## config.mk

```make
export PLATFORM = sky130hd
export DESIGN_NAME = perf_counters_top
export DESIGN_NICKNAME = d
export VERILOG_FILES = /design/src/common/perf_pkg.sv /design/src/common/perf_cfg_if.sv /design/src/perf/perf_event_mux.sv /design/src/perf/perf_counter_bank.sv /design/src/rtl/perf_csr_regs.sv /design/src/sampling/perf_sample_buffer.sv /design/src/rtl/perf_counters_top.sv
export SDC_FILE = /design/constraint.sdc
export NUM_CORES = 2
export LEC_CHECK = 0
export BUFFER_PORTS_ARGS = -buffer_cell sky130_fd_sc_hd__buf_2
export CAP_MARGIN = 10
export CORE_MARGIN = 1.5
export CORE_UTILIZATION = 60
export CTS_BUF_LIST = sky130_fd_sc_hd__clkbuf_16
export DETAILED_ROUTE_END_ITERATION = 6
export GPL_ROUTABILITY_DRIVEN = 0
export PLACE_DENSITY = 0.82
export SYNTH_ARGS = -nofsm -noshare
export SYNTH_HDL_FRONTEND = slang
export SYNTH_SLANG_ARGS = --single-unit
export TNS_END_PERCENT = 100
```

## constraint.sdc

```tcl
create_clock -name clk_i -period 17.2 [get_ports clk_i]
set_input_delay 2.58 -clock clk_i [delete_from_list [all_inputs] [get_ports clk_i]]
set_output_delay 2.58 -clock clk_i [all_outputs]
set_load 0.005 [all_outputs]
```

## src/common/perf_pkg.sv

```systemverilog
// Sizes, CSR addresses, event selector codes and functional-unit codes
package perf_pkg;

  // --------------------------------------------------
  // Sizes
  // --------------------------------------------------
  localparam int unsigned NUM_COUNTERS = 6;
  localparam int unsigned CNT_W        = 64;   // Counter and CSR data width
  localparam int unsigned CSR_ADDR_W   = 12;
  localparam int unsigned EVT_SEL_W    = 5;
  localparam int unsigned NUM_COMMIT   = 2;    // Commit ports
  localparam int unsigned FU_W         = 4;
  localparam int unsigned SAMPLE_DEPTH = 8;
  localparam int unsigned VADDR_W      = 39;   // Sampled PC width
  localparam int unsigned CNT_IDX_W    = $clog2(NUM_COUNTERS);
  localparam int unsigned SAMPLE_PTR_W = $clog2(SAMPLE_DEPTH);

  // --------------------------------------------------
  // CSR addresses
  // --------------------------------------------------
  localparam logic [CSR_ADDR_W-1:0] CSR_MHPMCOUNTER3  = 12'hB03;  // Counters 3..8
  localparam logic [CSR_ADDR_W-1:0] CSR_MHPMEVENT3    = 12'h323;  // Selectors 3..8
  localparam logic [CSR_ADDR_W-1:0] CSR_THRESHOLD_CYC = 12'h7C0;

  // Event selector values, anything above EVT_FETCH_EMPTY counts nothing
  localparam logic [EVT_SEL_W-1:0] EVT_NONE         = 5'd0;
  localparam logic [EVT_SEL_W-1:0] EVT_ICACHE_MISS  = 5'd1;
  localparam logic [EVT_SEL_W-1:0] EVT_DCACHE_MISS  = 5'd2;
  localparam logic [EVT_SEL_W-1:0] EVT_ITLB_MISS    = 5'd3;
  localparam logic [EVT_SEL_W-1:0] EVT_DTLB_MISS    = 5'd4;
  localparam logic [EVT_SEL_W-1:0] EVT_LOAD         = 5'd5;
  localparam logic [EVT_SEL_W-1:0] EVT_STORE        = 5'd6;
  localparam logic [EVT_SEL_W-1:0] EVT_EXCEPTION    = 5'd7;
  localparam logic [EVT_SEL_W-1:0] EVT_BRANCH       = 5'd8;
  localparam logic [EVT_SEL_W-1:0] EVT_MISPREDICT   = 5'd9;
  localparam logic [EVT_SEL_W-1:0] EVT_SB_FULL      = 5'd10;
  localparam logic [EVT_SEL_W-1:0] EVT_FETCH_EMPTY  = 5'd11;

  // Functional-unit codes on the commit ports
  localparam logic [FU_W-1:0] FU_LOAD      = 4'd1;
  localparam logic [FU_W-1:0] FU_STORE     = 4'd2;
  localparam logic [FU_W-1:0] FU_CTRL_FLOW = 4'd3;

endpackage

```

## src/common/perf_cfg_if.sv

```systemverilog
// Interface between the CSR register block and the counter bank
interface perf_cfg_if import perf_pkg::*; ();

  logic [EVT_SEL_W-1:0] evt_sel [NUM_COUNTERS];   // Selector registers, into the event mux
  logic [CNT_W-1:0]     cnt_val [NUM_COUNTERS];   // Current counter values

  // Counter load from a CSR write
  logic                 cnt_we;
  logic [CNT_IDX_W-1:0] cnt_widx;
  logic [CNT_W-1:0]     cnt_wdata;

  // Counter clear on a selector write
  logic                 cnt_clr;
  logic [CNT_IDX_W-1:0] cnt_cidx;

  logic                 count_en;   // Low in debug mode or during a CSR write

  modport csr (
    output cnt_we, cnt_widx, cnt_wdata, cnt_clr, cnt_cidx, count_en,
    input  cnt_val
  );

  modport bank (
    input  cnt_we, cnt_widx, cnt_wdata, cnt_clr, cnt_cidx, count_en,
    output cnt_val
  );

endinterface

```

## src/perf/perf_event_mux.sv

```systemverilog
// Event select multiplexer, one event bit per programmable counter
module perf_event_mux import perf_pkg::*; (
  input  logic [EVT_SEL_W-1:0]            evt_sel_i [NUM_COUNTERS],
  input  logic                            l1_icache_miss_i,
  input  logic                            l1_dcache_miss_i,
  input  logic                            itlb_miss_i,
  input  logic                            dtlb_miss_i,
  input  logic [NUM_COMMIT-1:0]           commit_valid_i,
  input  logic [NUM_COMMIT-1:0][FU_W-1:0] commit_fu_i,
  input  logic                            ex_valid_i,
  input  logic                            branch_mispredict_i,
  input  logic                            sb_full_i,
  input  logic                            if_empty_i,
  output logic [NUM_COUNTERS-1:0]         events_o
);

  logic load_commit;
  logic store_commit;
  logic branch_commit;

  // --------------------------------------------------
  // Commit port reduction, shared by all counters
  // --------------------------------------------------
  always_comb begin
    load_commit   = 1'b0;
    store_commit  = 1'b0;
    branch_commit = 1'b0;
    for (int p = 0; p < NUM_COMMIT; p++) begin
      load_commit   |= commit_valid_i[p] && (commit_fu_i[p] == FU_LOAD);
      store_commit  |= commit_valid_i[p] && (commit_fu_i[p] == FU_STORE);
      branch_commit |= commit_valid_i[p] && (commit_fu_i[p] == FU_CTRL_FLOW);
    end
  end

  // Per-counter selection
  always_comb begin
    for (int k = 0; k < NUM_COUNTERS; k++) begin
      case (evt_sel_i[k])
        EVT_NONE:        events_o[k] = 1'b0;
        EVT_ICACHE_MISS: events_o[k] = l1_icache_miss_i;
        EVT_DCACHE_MISS: events_o[k] = l1_dcache_miss_i;
        EVT_ITLB_MISS:   events_o[k] = itlb_miss_i;
        EVT_DTLB_MISS:   events_o[k] = dtlb_miss_i;
        EVT_LOAD:        events_o[k] = load_commit;
        EVT_STORE:       events_o[k] = store_commit;
        EVT_EXCEPTION:   events_o[k] = ex_valid_i;
        EVT_BRANCH:      events_o[k] = branch_commit;
        EVT_MISPREDICT:  events_o[k] = branch_mispredict_i;
        EVT_SB_FULL:     events_o[k] = sb_full_i;
        EVT_FETCH_EMPTY: events_o[k] = if_empty_i;
        default:         events_o[k] = 1'b0;   // Unassigned codes
      endcase
    end
  end

endmodule

```

## src/perf/perf_counter_bank.sv

```systemverilog
// Bank of six 64-bit programmable counters with load, clear and increment
module perf_counter_bank import perf_pkg::*; (
  input  logic                    clk_i,
  input  logic                    rst_ni,
  input  logic [NUM_COUNTERS-1:0] events_i,
  input  logic [31:0]             mcountinhibit_i,
  perf_cfg_if.bank                cfg
);

  logic [CNT_W-1:0] cnt_q [NUM_COUNTERS];
  logic [NUM_COUNTERS-1:0] inc;

  // Counter k maps to mhpmcounter k+3 in the inhibit mask
  always_comb begin
    for (int k = 0; k < NUM_COUNTERS; k++) begin
      inc[k] = cfg.count_en && !mcountinhibit_i[k+3] && events_i[k];
    end
  end

  // --------------------------------------------------
  // Counter registers
  // --------------------------------------------------
  always_ff @(posedge clk_i or negedge rst_ni) begin
    if (!rst_ni) begin
      cnt_q <= '{default: '0};
    end else begin
      for (int k = 0; k < NUM_COUNTERS; k++) begin
        if (cfg.cnt_we && (cfg.cnt_widx == CNT_IDX_W'(k))) begin
          cnt_q[k] <= cfg.cnt_wdata;            // CSR write wins
        end else if (cfg.cnt_clr && (cfg.cnt_cidx == CNT_IDX_W'(k))) begin
          cnt_q[k] <= '0;                       // New event selected
        end else if (inc[k]) begin
          cnt_q[k] <= cnt_q[k] + 1'b1;
        end
      end
    end
  end

  assign cfg.cnt_val = cnt_q;

endmodule

```

## src/rtl/perf_csr_regs.sv

```systemverilog
// CSR address decode, event selector and threshold registers, read data mux
module perf_csr_regs import perf_pkg::*; (
  input  logic                  clk_i,
  input  logic                  rst_ni,
  input  logic                  debug_mode_i,
  input  logic [CSR_ADDR_W-1:0] addr_i,
  input  logic                  we_i,
  input  logic [CNT_W-1:0]      data_i,
  output logic [CNT_W-1:0]      data_o,
  output logic [EVT_SEL_W-1:0]  evt_sel_o [NUM_COUNTERS],
  output logic [CNT_W-1:0]      threshold_cyc_o,
  perf_cfg_if.csr               cfg
);

  logic [EVT_SEL_W-1:0]  evt_sel_q [NUM_COUNTERS];
  logic [CNT_W-1:0]      threshold_q;

  logic [CSR_ADDR_W-1:0] cnt_off;
  logic [CSR_ADDR_W-1:0] evt_off;
  logic                  cnt_hit;
  logic                  evt_hit;
  logic                  thr_hit;
  logic [CNT_IDX_W-1:0]  cnt_idx;
  logic [CNT_IDX_W-1:0]  evt_idx;

  // --------------------------------------------------
  // Address decode
  // --------------------------------------------------
  // Below the base the offset wraps to a large value and misses
  assign cnt_off = addr_i - CSR_MHPMCOUNTER3;
  assign evt_off = addr_i - CSR_MHPMEVENT3;
  assign cnt_hit = (cnt_off < CSR_ADDR_W'(NUM_COUNTERS));
  assign evt_hit = (evt_off < CSR_ADDR_W'(NUM_COUNTERS));
  assign thr_hit = (addr_i == CSR_THRESHOLD_CYC);
  assign cnt_idx = cnt_off[CNT_IDX_W-1:0];
  assign evt_idx = evt_off[CNT_IDX_W-1:0];

  // Strobes to the counter bank
  assign cfg.cnt_we    = we_i && cnt_hit;
  assign cfg.cnt_widx  = cnt_idx;
  assign cfg.cnt_wdata = data_i;
  assign cfg.cnt_clr   = we_i && evt_hit;   // Selector write restarts its counter
  assign cfg.cnt_cidx  = evt_idx;
  assign cfg.count_en  = !debug_mode_i && !we_i;

  // --------------------------------------------------
  // Selector and threshold registers
  // --------------------------------------------------
  always_ff @(posedge clk_i or negedge rst_ni) begin
    if (!rst_ni) begin
      evt_sel_q   <= '{default: '0};
      threshold_q <= '0;
    end else if (we_i) begin
      if (evt_hit) begin
        evt_sel_q[evt_idx] <= data_i[EVT_SEL_W-1:0];
      end
      if (thr_hit) begin
        threshold_q <= data_i;
      end
    end
  end

  assign evt_sel_o       = evt_sel_q;
  assign threshold_cyc_o = threshold_q;

  // Read data, same cycle as the address
  always_comb begin
    data_o = '0;   // Unknown address
    if (cnt_hit) begin
      data_o = cfg.cnt_val[cnt_idx];
    end else if (evt_hit) begin
      data_o = CNT_W'(evt_sel_q[evt_idx]);
    end else if (thr_hit) begin
      data_o = threshold_q;
    end
  end

endmodule

```

## src/sampling/perf_sample_buffer.sv

```systemverilog
// Cycle-threshold sample trigger and eight-entry PC sample FIFO
module perf_sample_buffer import perf_pkg::*; (
  input  logic               clk_i,
  input  logic               rst_ni,
  input  logic [CNT_W-1:0]   threshold_cyc_i,
  input  logic [CNT_W-1:0]   cycle_count_i,
  input  logic [VADDR_W-1:0] pc_i,
  input  logic               sample_pop_i,
  output logic               sample_valid_o,
  output logic [VADDR_W-1:0] sample_pc_o
);

  logic [VADDR_W-1:0]    mem_q [SAMPLE_DEPTH];
  logic [SAMPLE_PTR_W-1:0] wr_ptr_q;
  logic [SAMPLE_PTR_W-1:0] rd_ptr_q;
  logic [SAMPLE_PTR_W:0]   fill_q;   // One extra bit to tell full from empty
  logic [CNT_W-1:0]      offset_q;   // Cycle count of the last sample

  logic full;
  logic empty;
  logic push;
  logic pop;

  assign full  = (fill_q == (SAMPLE_PTR_W+1)'(SAMPLE_DEPTH));
  assign empty = (fill_q == '0);

  // --------------------------------------------------
  // Trigger
  // --------------------------------------------------
  // A zero threshold turns sampling off
  assign push = !full && (threshold_cyc_i != '0) &&
                (cycle_count_i >= threshold_cyc_i + offset_q);
  assign pop  = sample_pop_i && !empty;   // Pop on empty is dropped

  always_ff @(posedge clk_i or negedge rst_ni) begin
    if (!rst_ni) begin
      offset_q <= '0;
    end else if (push) begin
      offset_q <= cycle_count_i;
    end
  end

  // --------------------------------------------------
  // FIFO
  // --------------------------------------------------
  always_ff @(posedge clk_i) begin
    if (push) begin
      mem_q[wr_ptr_q] <= pc_i;
    end
  end

  always_ff @(posedge clk_i or negedge rst_ni) begin
    if (!rst_ni) begin
      wr_ptr_q <= '0;
      rd_ptr_q <= '0;
      fill_q   <= '0;
    end else begin
      if (push) begin
        wr_ptr_q <= wr_ptr_q + 1'b1;   // Depth is a power of two, wraps
      end
      if (pop) begin
        rd_ptr_q <= rd_ptr_q + 1'b1;
      end
      case ({push, pop})
        2'b10:   fill_q <= fill_q + 1'b1;
        2'b01:   fill_q <= fill_q - 1'b1;
        default: fill_q <= fill_q;   // Both or neither
      endcase
    end
  end

  // Oldest entry shown combinationally
  assign sample_valid_o = !empty;
  assign sample_pc_o    = mem_q[rd_ptr_q];

endmodule

```

## src/rtl/perf_counters_top.sv

```systemverilog
// Top level of the performance counter unit, block instances and wiring
module perf_counters_top import perf_pkg::*; (
  input  logic                            clk_i,
  input  logic                            rst_ni,
  input  logic                            debug_mode_i,
  // CSR port
  input  logic [CSR_ADDR_W-1:0]           addr_i,
  input  logic                            we_i,
  input  logic [CNT_W-1:0]                data_i,
  output logic [CNT_W-1:0]                data_o,
  // Events
  input  logic                            l1_icache_miss_i,
  input  logic                            l1_dcache_miss_i,
  input  logic                            itlb_miss_i,
  input  logic                            dtlb_miss_i,
  input  logic [NUM_COMMIT-1:0]           commit_valid_i,
  input  logic [NUM_COMMIT-1:0][FU_W-1:0] commit_fu_i,
  input  logic                            ex_valid_i,
  input  logic                            branch_mispredict_i,
  input  logic                            sb_full_i,
  input  logic                            if_empty_i,
  input  logic [31:0]                     mcountinhibit_i,
  // Sampler
  input  logic [CNT_W-1:0]                cycle_count_i,
  input  logic [VADDR_W-1:0]              pc_i,
  input  logic                            sample_pop_i,
  output logic                            sample_valid_o,
  output logic [VADDR_W-1:0]              sample_pc_o
);

  perf_cfg_if cfg ();

  logic [NUM_COUNTERS-1:0] events;
  logic [CNT_W-1:0]        threshold_cyc;

  perf_csr_regs i_csr_regs (
    .clk_i           (clk_i),
    .rst_ni          (rst_ni),
    .debug_mode_i    (debug_mode_i),
    .addr_i          (addr_i),
    .we_i            (we_i),
    .data_i          (data_i),
    .data_o          (data_o),
    .evt_sel_o       (cfg.evt_sel),
    .threshold_cyc_o (threshold_cyc),
    .cfg             (cfg.csr)
  );

  perf_event_mux i_event_mux (
    .evt_sel_i           (cfg.evt_sel),
    .l1_icache_miss_i    (l1_icache_miss_i),
    .l1_dcache_miss_i    (l1_dcache_miss_i),
    .itlb_miss_i         (itlb_miss_i),
    .dtlb_miss_i         (dtlb_miss_i),
    .commit_valid_i      (commit_valid_i),
    .commit_fu_i         (commit_fu_i),
    .ex_valid_i          (ex_valid_i),
    .branch_mispredict_i (branch_mispredict_i),
    .sb_full_i           (sb_full_i),
    .if_empty_i          (if_empty_i),
    .events_o            (events)
  );

  perf_counter_bank i_counter_bank (
    .clk_i           (clk_i),
    .rst_ni          (rst_ni),
    .events_i        (events),
    .mcountinhibit_i (mcountinhibit_i),
    .cfg             (cfg.bank)
  );

  perf_sample_buffer i_sample_buffer (
    .clk_i           (clk_i),
    .rst_ni          (rst_ni),
    .threshold_cyc_i (threshold_cyc),
    .cycle_count_i   (cycle_count_i),
    .pc_i            (pc_i),
    .sample_pop_i    (sample_pop_i),
    .sample_valid_o  (sample_valid_o),
    .sample_pc_o     (sample_pc_o)
  );

endmodule

```

[Word level (Yosys, flattened, before mapping)]
Memories as Yosys holds them, arrays and structs flattened.
Index checks and enable logic that the tools add are counted.
Storage, ports and cells
  memories: 1
  bits in latches: 0
  RAM bits: 312
  register bits: 552
  memory bits (read-only): 0
  bits of input ports: 234
Cells by class
  reduce and logical (&&, ||, !) cells: 60
  equality and inequality tests: 86
  div/mod/pow operators: 0
  multipliers: 0
  shift-type cells: 0
  add/subtract/negate cells: 13
  mux-type cells: 39
  bitwise logic cells: 5
  $lt $le $gt $ge: 6
Memories
  i_sample_buffer.mem_q: words 8, width 39, read ports 1, clocked after memory_dff 0, write ports 1, line perf_sample_buffer.sv:13  | logic [VADDR_W-1:0] mem_q [SAMPLE_DEPTH];
Operators with widths (count)
  $mux W64: 23
  $add A64 B1 Y64 const B: 6
  $bmux W64 S3: 1
  $eq A5 B3 Y1 const B: 24
  $eq A5 B4 Y1 const B: 24
  $pmux W1 S11: 6
  $add A64 B64 Y64: 1
  $ge A64 B64 Y1: 1
  $reduce_bool A64 Y1: 1
  $eq A5 B2 Y1 const B: 12
  $logic_and A1 B1 Y1: 37
  $bwmux W30: 1
  $eq A5 B1 Y1 const B: 6
  $lt A12 B3 Y1 const B: 2
  $reduce_bool A3 Y1: 6
  $eq A4 B2 Y1 const B: 4
  $bmux W5 S3: 1
  $demux W5 S3: 1
  $mux W5: 3
  $eq A12 B11 Y1 const B: 1
  $eq A3 B2 Y1 const B: 4
  $eq A3 B3 Y1 const B: 4
  $sub A12 B10 Y12 const B: 1
  $sub A12 B12 Y12 const B: 1
  19 further kinds: 38

[Longest topological paths before layout]
  depth after elaboration: 8
  depth in mapped cells: 28
  gate-level depth less buffers: 27

[By module]
Synthesis repeated with hierarchy kept, for this count alone.
Second synthesis, totals
  cell total of the unflattened synthesis: 5284
  area, all modules: 52724.3 um^2
Modules (own cells, without submodules)
  perf_counter_bank: cells each 2853, area each 23204.8 um^2, times used 1
  perf_sample_buffer: cells each 1406, area each 20118.0 um^2, times used 1
  perf_csr_regs: cells each 901, area each 8444.3 um^2, times used 1
  perf_event_mux: cells each 124, area each 957.2 um^2, times used 1

[Least setup slack after synthesis]
No wires, ideal clock.
  path type: input to register
  start: input cycle_count_i[30]
  end: memory i_sample_buffer.mem_q[4][0] (enable)
  library setup time: 0.484 ns
  required time: 16.716 ns
  buffers on the path: 1
  slack: 9.338 ns
  arrival: 7.378 ns
  stages: 11
  cell sequence: ha_1 -> nand3_1 -> or4_1 -> nor3_1 -> a2111oi_0 -> o211ai_1 -> a211oi_1 -> a2bb2oi_1 -> buf_2 -> or2_2 -> nor3_1
Between the ends
  longest elaborated chain between the ends: 4
RTL lines
  from (decl): line perf_counters_top.sv:24  | input logic [CNT_W-1:0] cycle_count_i,
  $ge A64 B64 Y1: line perf_sample_buffer.sv:32  | (cycle_count_i >= threshold_cyc_i + offset_q);
  $logic_and A1 B1 Y1: line perf_sample_buffer.sv:31  | assign push = !full && (threshold_cyc_i != '0) &&
  $mux W1: line perf_sample_buffer.sv:47  | if (push) begin
  $mux W1 (not written as such): line perf_sample_buffer.sv:48  | mem_q[wr_ptr_q] <= pc_i;
  to (decl): line perf_sample_buffer.sv:13
No other way between the ends.

[Worst setup path after layout]
  start: input addr_i[0]
  end: output data_o[37]
Between the ends
  longest elaborated chain between the ends: 6
RTL lines
  from (decl): line perf_counters_top.sv:7  | input logic [CSR_ADDR_W-1:0] addr_i,
  parallel branches: the longest is 5 deep, another holds $sub A12 B10 Y12
  $mux W64 *: line perf_csr_regs.sv:69  | if (cnt_hit) begin
  to (decl): line perf_counters_top.sv:10  | output logic [CNT_W-1:0] data_o,
Mark *: on every way between the ends. The select of a mux whose other input is x is not followed.

==> flow_summary.yaml <==
setup_path:
  crit_path_start_kind: "input port"
  critPathMaxStageDelay_ns: 0.69
  cp.required_ns: 14.62
  cpLargestDelayFamily: "buffers and inverters"
  worstSetupEndpointType: "output pin"
  path_cells: "buf_2 > inv_1 > ha_1 > nand2b_1 > nor2_4 > buf_4 > a22oi_1 > nand2_1 > a221oi_1 > o21ai_0 > buf_2"
  critPathBufInv: 4
  critical_path_class: "in2out"
  critPathArrivalTime_ns: 6.26
  critPathMaxFanout: 54
  cpMostUsedCell: "buf_2"
  slowest_stage: "buf_4"
timing:
  slew-limit-headroom_pct: 14.7
  max_freq_ghz: 0.113
  hold_viol: 0
  finalClockSkew_ns: 0.0256
  worstMarginPinSlew_ns: 1.28
  finalSetupViolCount: 0
  post-route-min-period_ns: 8.84
  maxSlewViolCount: 0
  rsz0062_at_grt: "false"
  setup_slack_ns: 8.36
  tns_ns: 0
  finalCritPeriodShare_pct: 51.4
grt:
  grt_max_degree: 164
  grt_pass1_wl_um: 267000
  track_usage_pct: 38.5
  grt_pass1_vias: 45500
  grt-ovfl-total: 0
  antenna_found_initial: 16
clock_network:
  clk_latency_ns: 0.70
  htree_levels: 3
  cts.sinks: 864
  cts_setup_buffers: 0
  ctsHoldBuffers: 0
  post_cts_resize_count: 0
  numCtsBuffers: 91
  cts_tree: "built"
  cts.clk_slew.worst_paths_ns: 0.06
  root_buffer: "clkbuf_16"
  clk_path_buf_depth: 3
route:
  met2_length_um: 76200
  antenna_left: 0
  wirelength_um: 176000
  drcViolationCount: 35
  drtIter0Drc: 7779
  wl_met3_um: 26300
  wl_per_cell_um: 25.7
  top_layer: "met5"
  vias: 48600
  wl_met1_um: 64600
  drtPass1Iterations: 7
  vias_per_cell: 7.11
die:
  die_h_um: 298
  initial_core_util_pct: 60.9
  die_w_um: 298
  dieArea_um2: 88800
  io_pins: 338
  coreArea_um2: 85700
  fp-row-count: 107
yosys:
  syn_area_per_cell_um2: 9.41
  synth_area_leaders: "dfrtp_1, edfxtp_1, a21oi_1"
  synth_cells: 5549
  syn_nets: 5928
  seq_area_frac_synth_pct: 44.4
  syn_area_um2: 52200
  netlist.area_leader.share_pct: 26.5
  synthFlopType: "dfrtp_1"
  ys_ff_latch: 864
  yosysWarnings: 0
  synth.distinct_cells: 91
  async_flop_share_pct: 63.9
  synth_top_area_cell: "dfrtp_1"
  synth_edf_count: 312
placed_design:
  io_buffers: 311
  dp_hpwl_um: 119000
  dp_slack_ns: 8.57
  dp.cells: 6661
  placed_cell_area_um2: 54300
final_layout:
  layout_common_cells: "nand2_1, a21oi_1, dfrtp_1"
  layout_commonest_cell: "nand2_1"
  design_area_um2: 57300
  num-fill-cells: 6569
  final_net_count: 5990
  syn_to_final_growth_pct: 9.69
  drive_above_1_share_pct: 15.4
  final_cells: 6843
power:
  leakagePower_nw: 24.6
  worst_ir_drop_vdd_v: 0.000107
  powerDensity_nw_per_um2: 100
status:
  status: "finished, violations left"
  violations: "DRC"
run:
  max-cap-violations: 0
min_path:
  hp-class: "reg2reg"
## through the flow
step	total power [W]	hold WS (ns)	utilization, %
after floorplan	0.00334	0.454	-
after global placement	0.00372	0.474	63.4
after detailed placement	0.00377	0.490	63.4
after CTS	0.00571	0.501	66.8
after global routing	0.00593	0.531	66.8
final	0.00573	0.505	66.8
## flip-flops by register name, summed over array words and instances, names as in the netlist
name	flops
i_sample_buffer.mem_q	312
i_csr_regs.evt_sel_o	30
i_sample_buffer.rd_ptr_q	3
i_sample_buffer.fill_q	4
i_csr_regs.threshold_cyc_o	64
i_sample_buffer.wr_ptr_q	3
i_counter_bank.cfg.cnt_val	384
i_sample_buffer.offset_q	64
## worst paths after layout
| path | start | to | slack [ns] | depth (start not counted) |
|---|---|---|---|---|
| min | i_sample_buffer.fill_q[3] | i_sample_buffer.fill_q[3] | 0.51 | 1 |
| min reg2reg | i_sample_buffer.fill_q[3] | i_sample_buffer.fill_q[3] | 0.51 | 1 |
| max in group asynchronous | rst_ni | i_counter_bank.cfg.cnt_val[21] | 12.78 | 3 |
| max | addr_i[0] | data_o[37] | 8.36 | 11 |
| max reg2reg | i_csr_regs.threshold_cyc_o[1] | i_sample_buffer.mem_q[1][4] | 10.00 | 21 |
| min in group asynchronous | rst_ni | i_sample_buffer.offset_q[10] | 1.99 | 1 |
## worst reg2reg max path, stage by stage, from the launching register on
cell and delay [ns]:
dfrtp_1 0.62, ha_1 0.33, a211oi_1 0.34, o211ai_1 0.16, a41oi_1 0.52, o22ai_1 0.25
nor2_1 0.26, nor2_1 0.10, or2_2 0.32, a21oi_1 0.19, xnor2_1 0.09, ha_1 0.29
nand3_1 0.12, or4_1 0.60, nor3_1 0.24, nand2_1 0.08, o211ai_1 0.32, a211oi_1 0.23
a2bb2oi_4 0.31, nand2b_1 0.41, nor2_4 0.52, buf_4 0.53
## cell usage after synthesis (88+ instances only)
library cell	count
and3_1	115
nand2_1	739
nor2_1	413
a21o_1	128
edfxtp_1	312
nand4_1	117
dfrtp_1	552
mux2_2	191
a21oi_1	728
nand3_1	200
o21ai_0	261
mux4_2	88
ha_1	144
buf_2	99
a22oi_1	249
clkbuf_1	278
## layout make-up
cell class / count / area [µm²] / area share (%)
diodes: 14 / 35.0 / 0.0612
clock buffers: 91 / 2280 / 3.98
clock inverters: 76 / 637 / 1.11
inverters: 69 / 259 / 0.452
multi-input cells: 4202 / 27300 / 47.7
flip-flops and latches: 864 / 23200 / 40.5
well taps: 1144 / 1430 / 2.50
repair buffers: 383 / 2120 / 3.70
## report_power, final
group / internal (W) / total (W) / leakage (nW) / switching [W]
logic: 0.000627 / 0.00135 / 12.8 / 0.000725
clock network: 0.00104 / 0.00195 / 1.44 / 0.000905
registers: 0.00227 / 0.00243 / 10.3 / 0.000164
## cell families (layout without fill, tap and decap cells)
group | count (synthesis) | in the layout | synth area share (%)
AO/OA/AOI/OAI | 1838 | 1838 | 22.4
adder cells (fa/ha/maj) | 145 | 145 | 3.49
XOR/XNOR | 83 | 83 | 1.39
AND/OR/NAND/NOR | 1846 | 1846 | 16.4
multiplexers | 290 | 290 | 8.13
flip-flops | 864 | 864 | 44.4
other | 0 | 14 | 0
buffers and inverters | 483 | 619 | 3.81
## layer usage
metal | up-vias | global-route usage, %
li1 | 21100 | -
met1 | 23300 | 52.1
met2 | 3667 | 57.0
met3 | 595 | 12.1
met4 | 2 | 16.8
met5 | - | 0
Note: power is estimated with default switching activity, not from simulation.
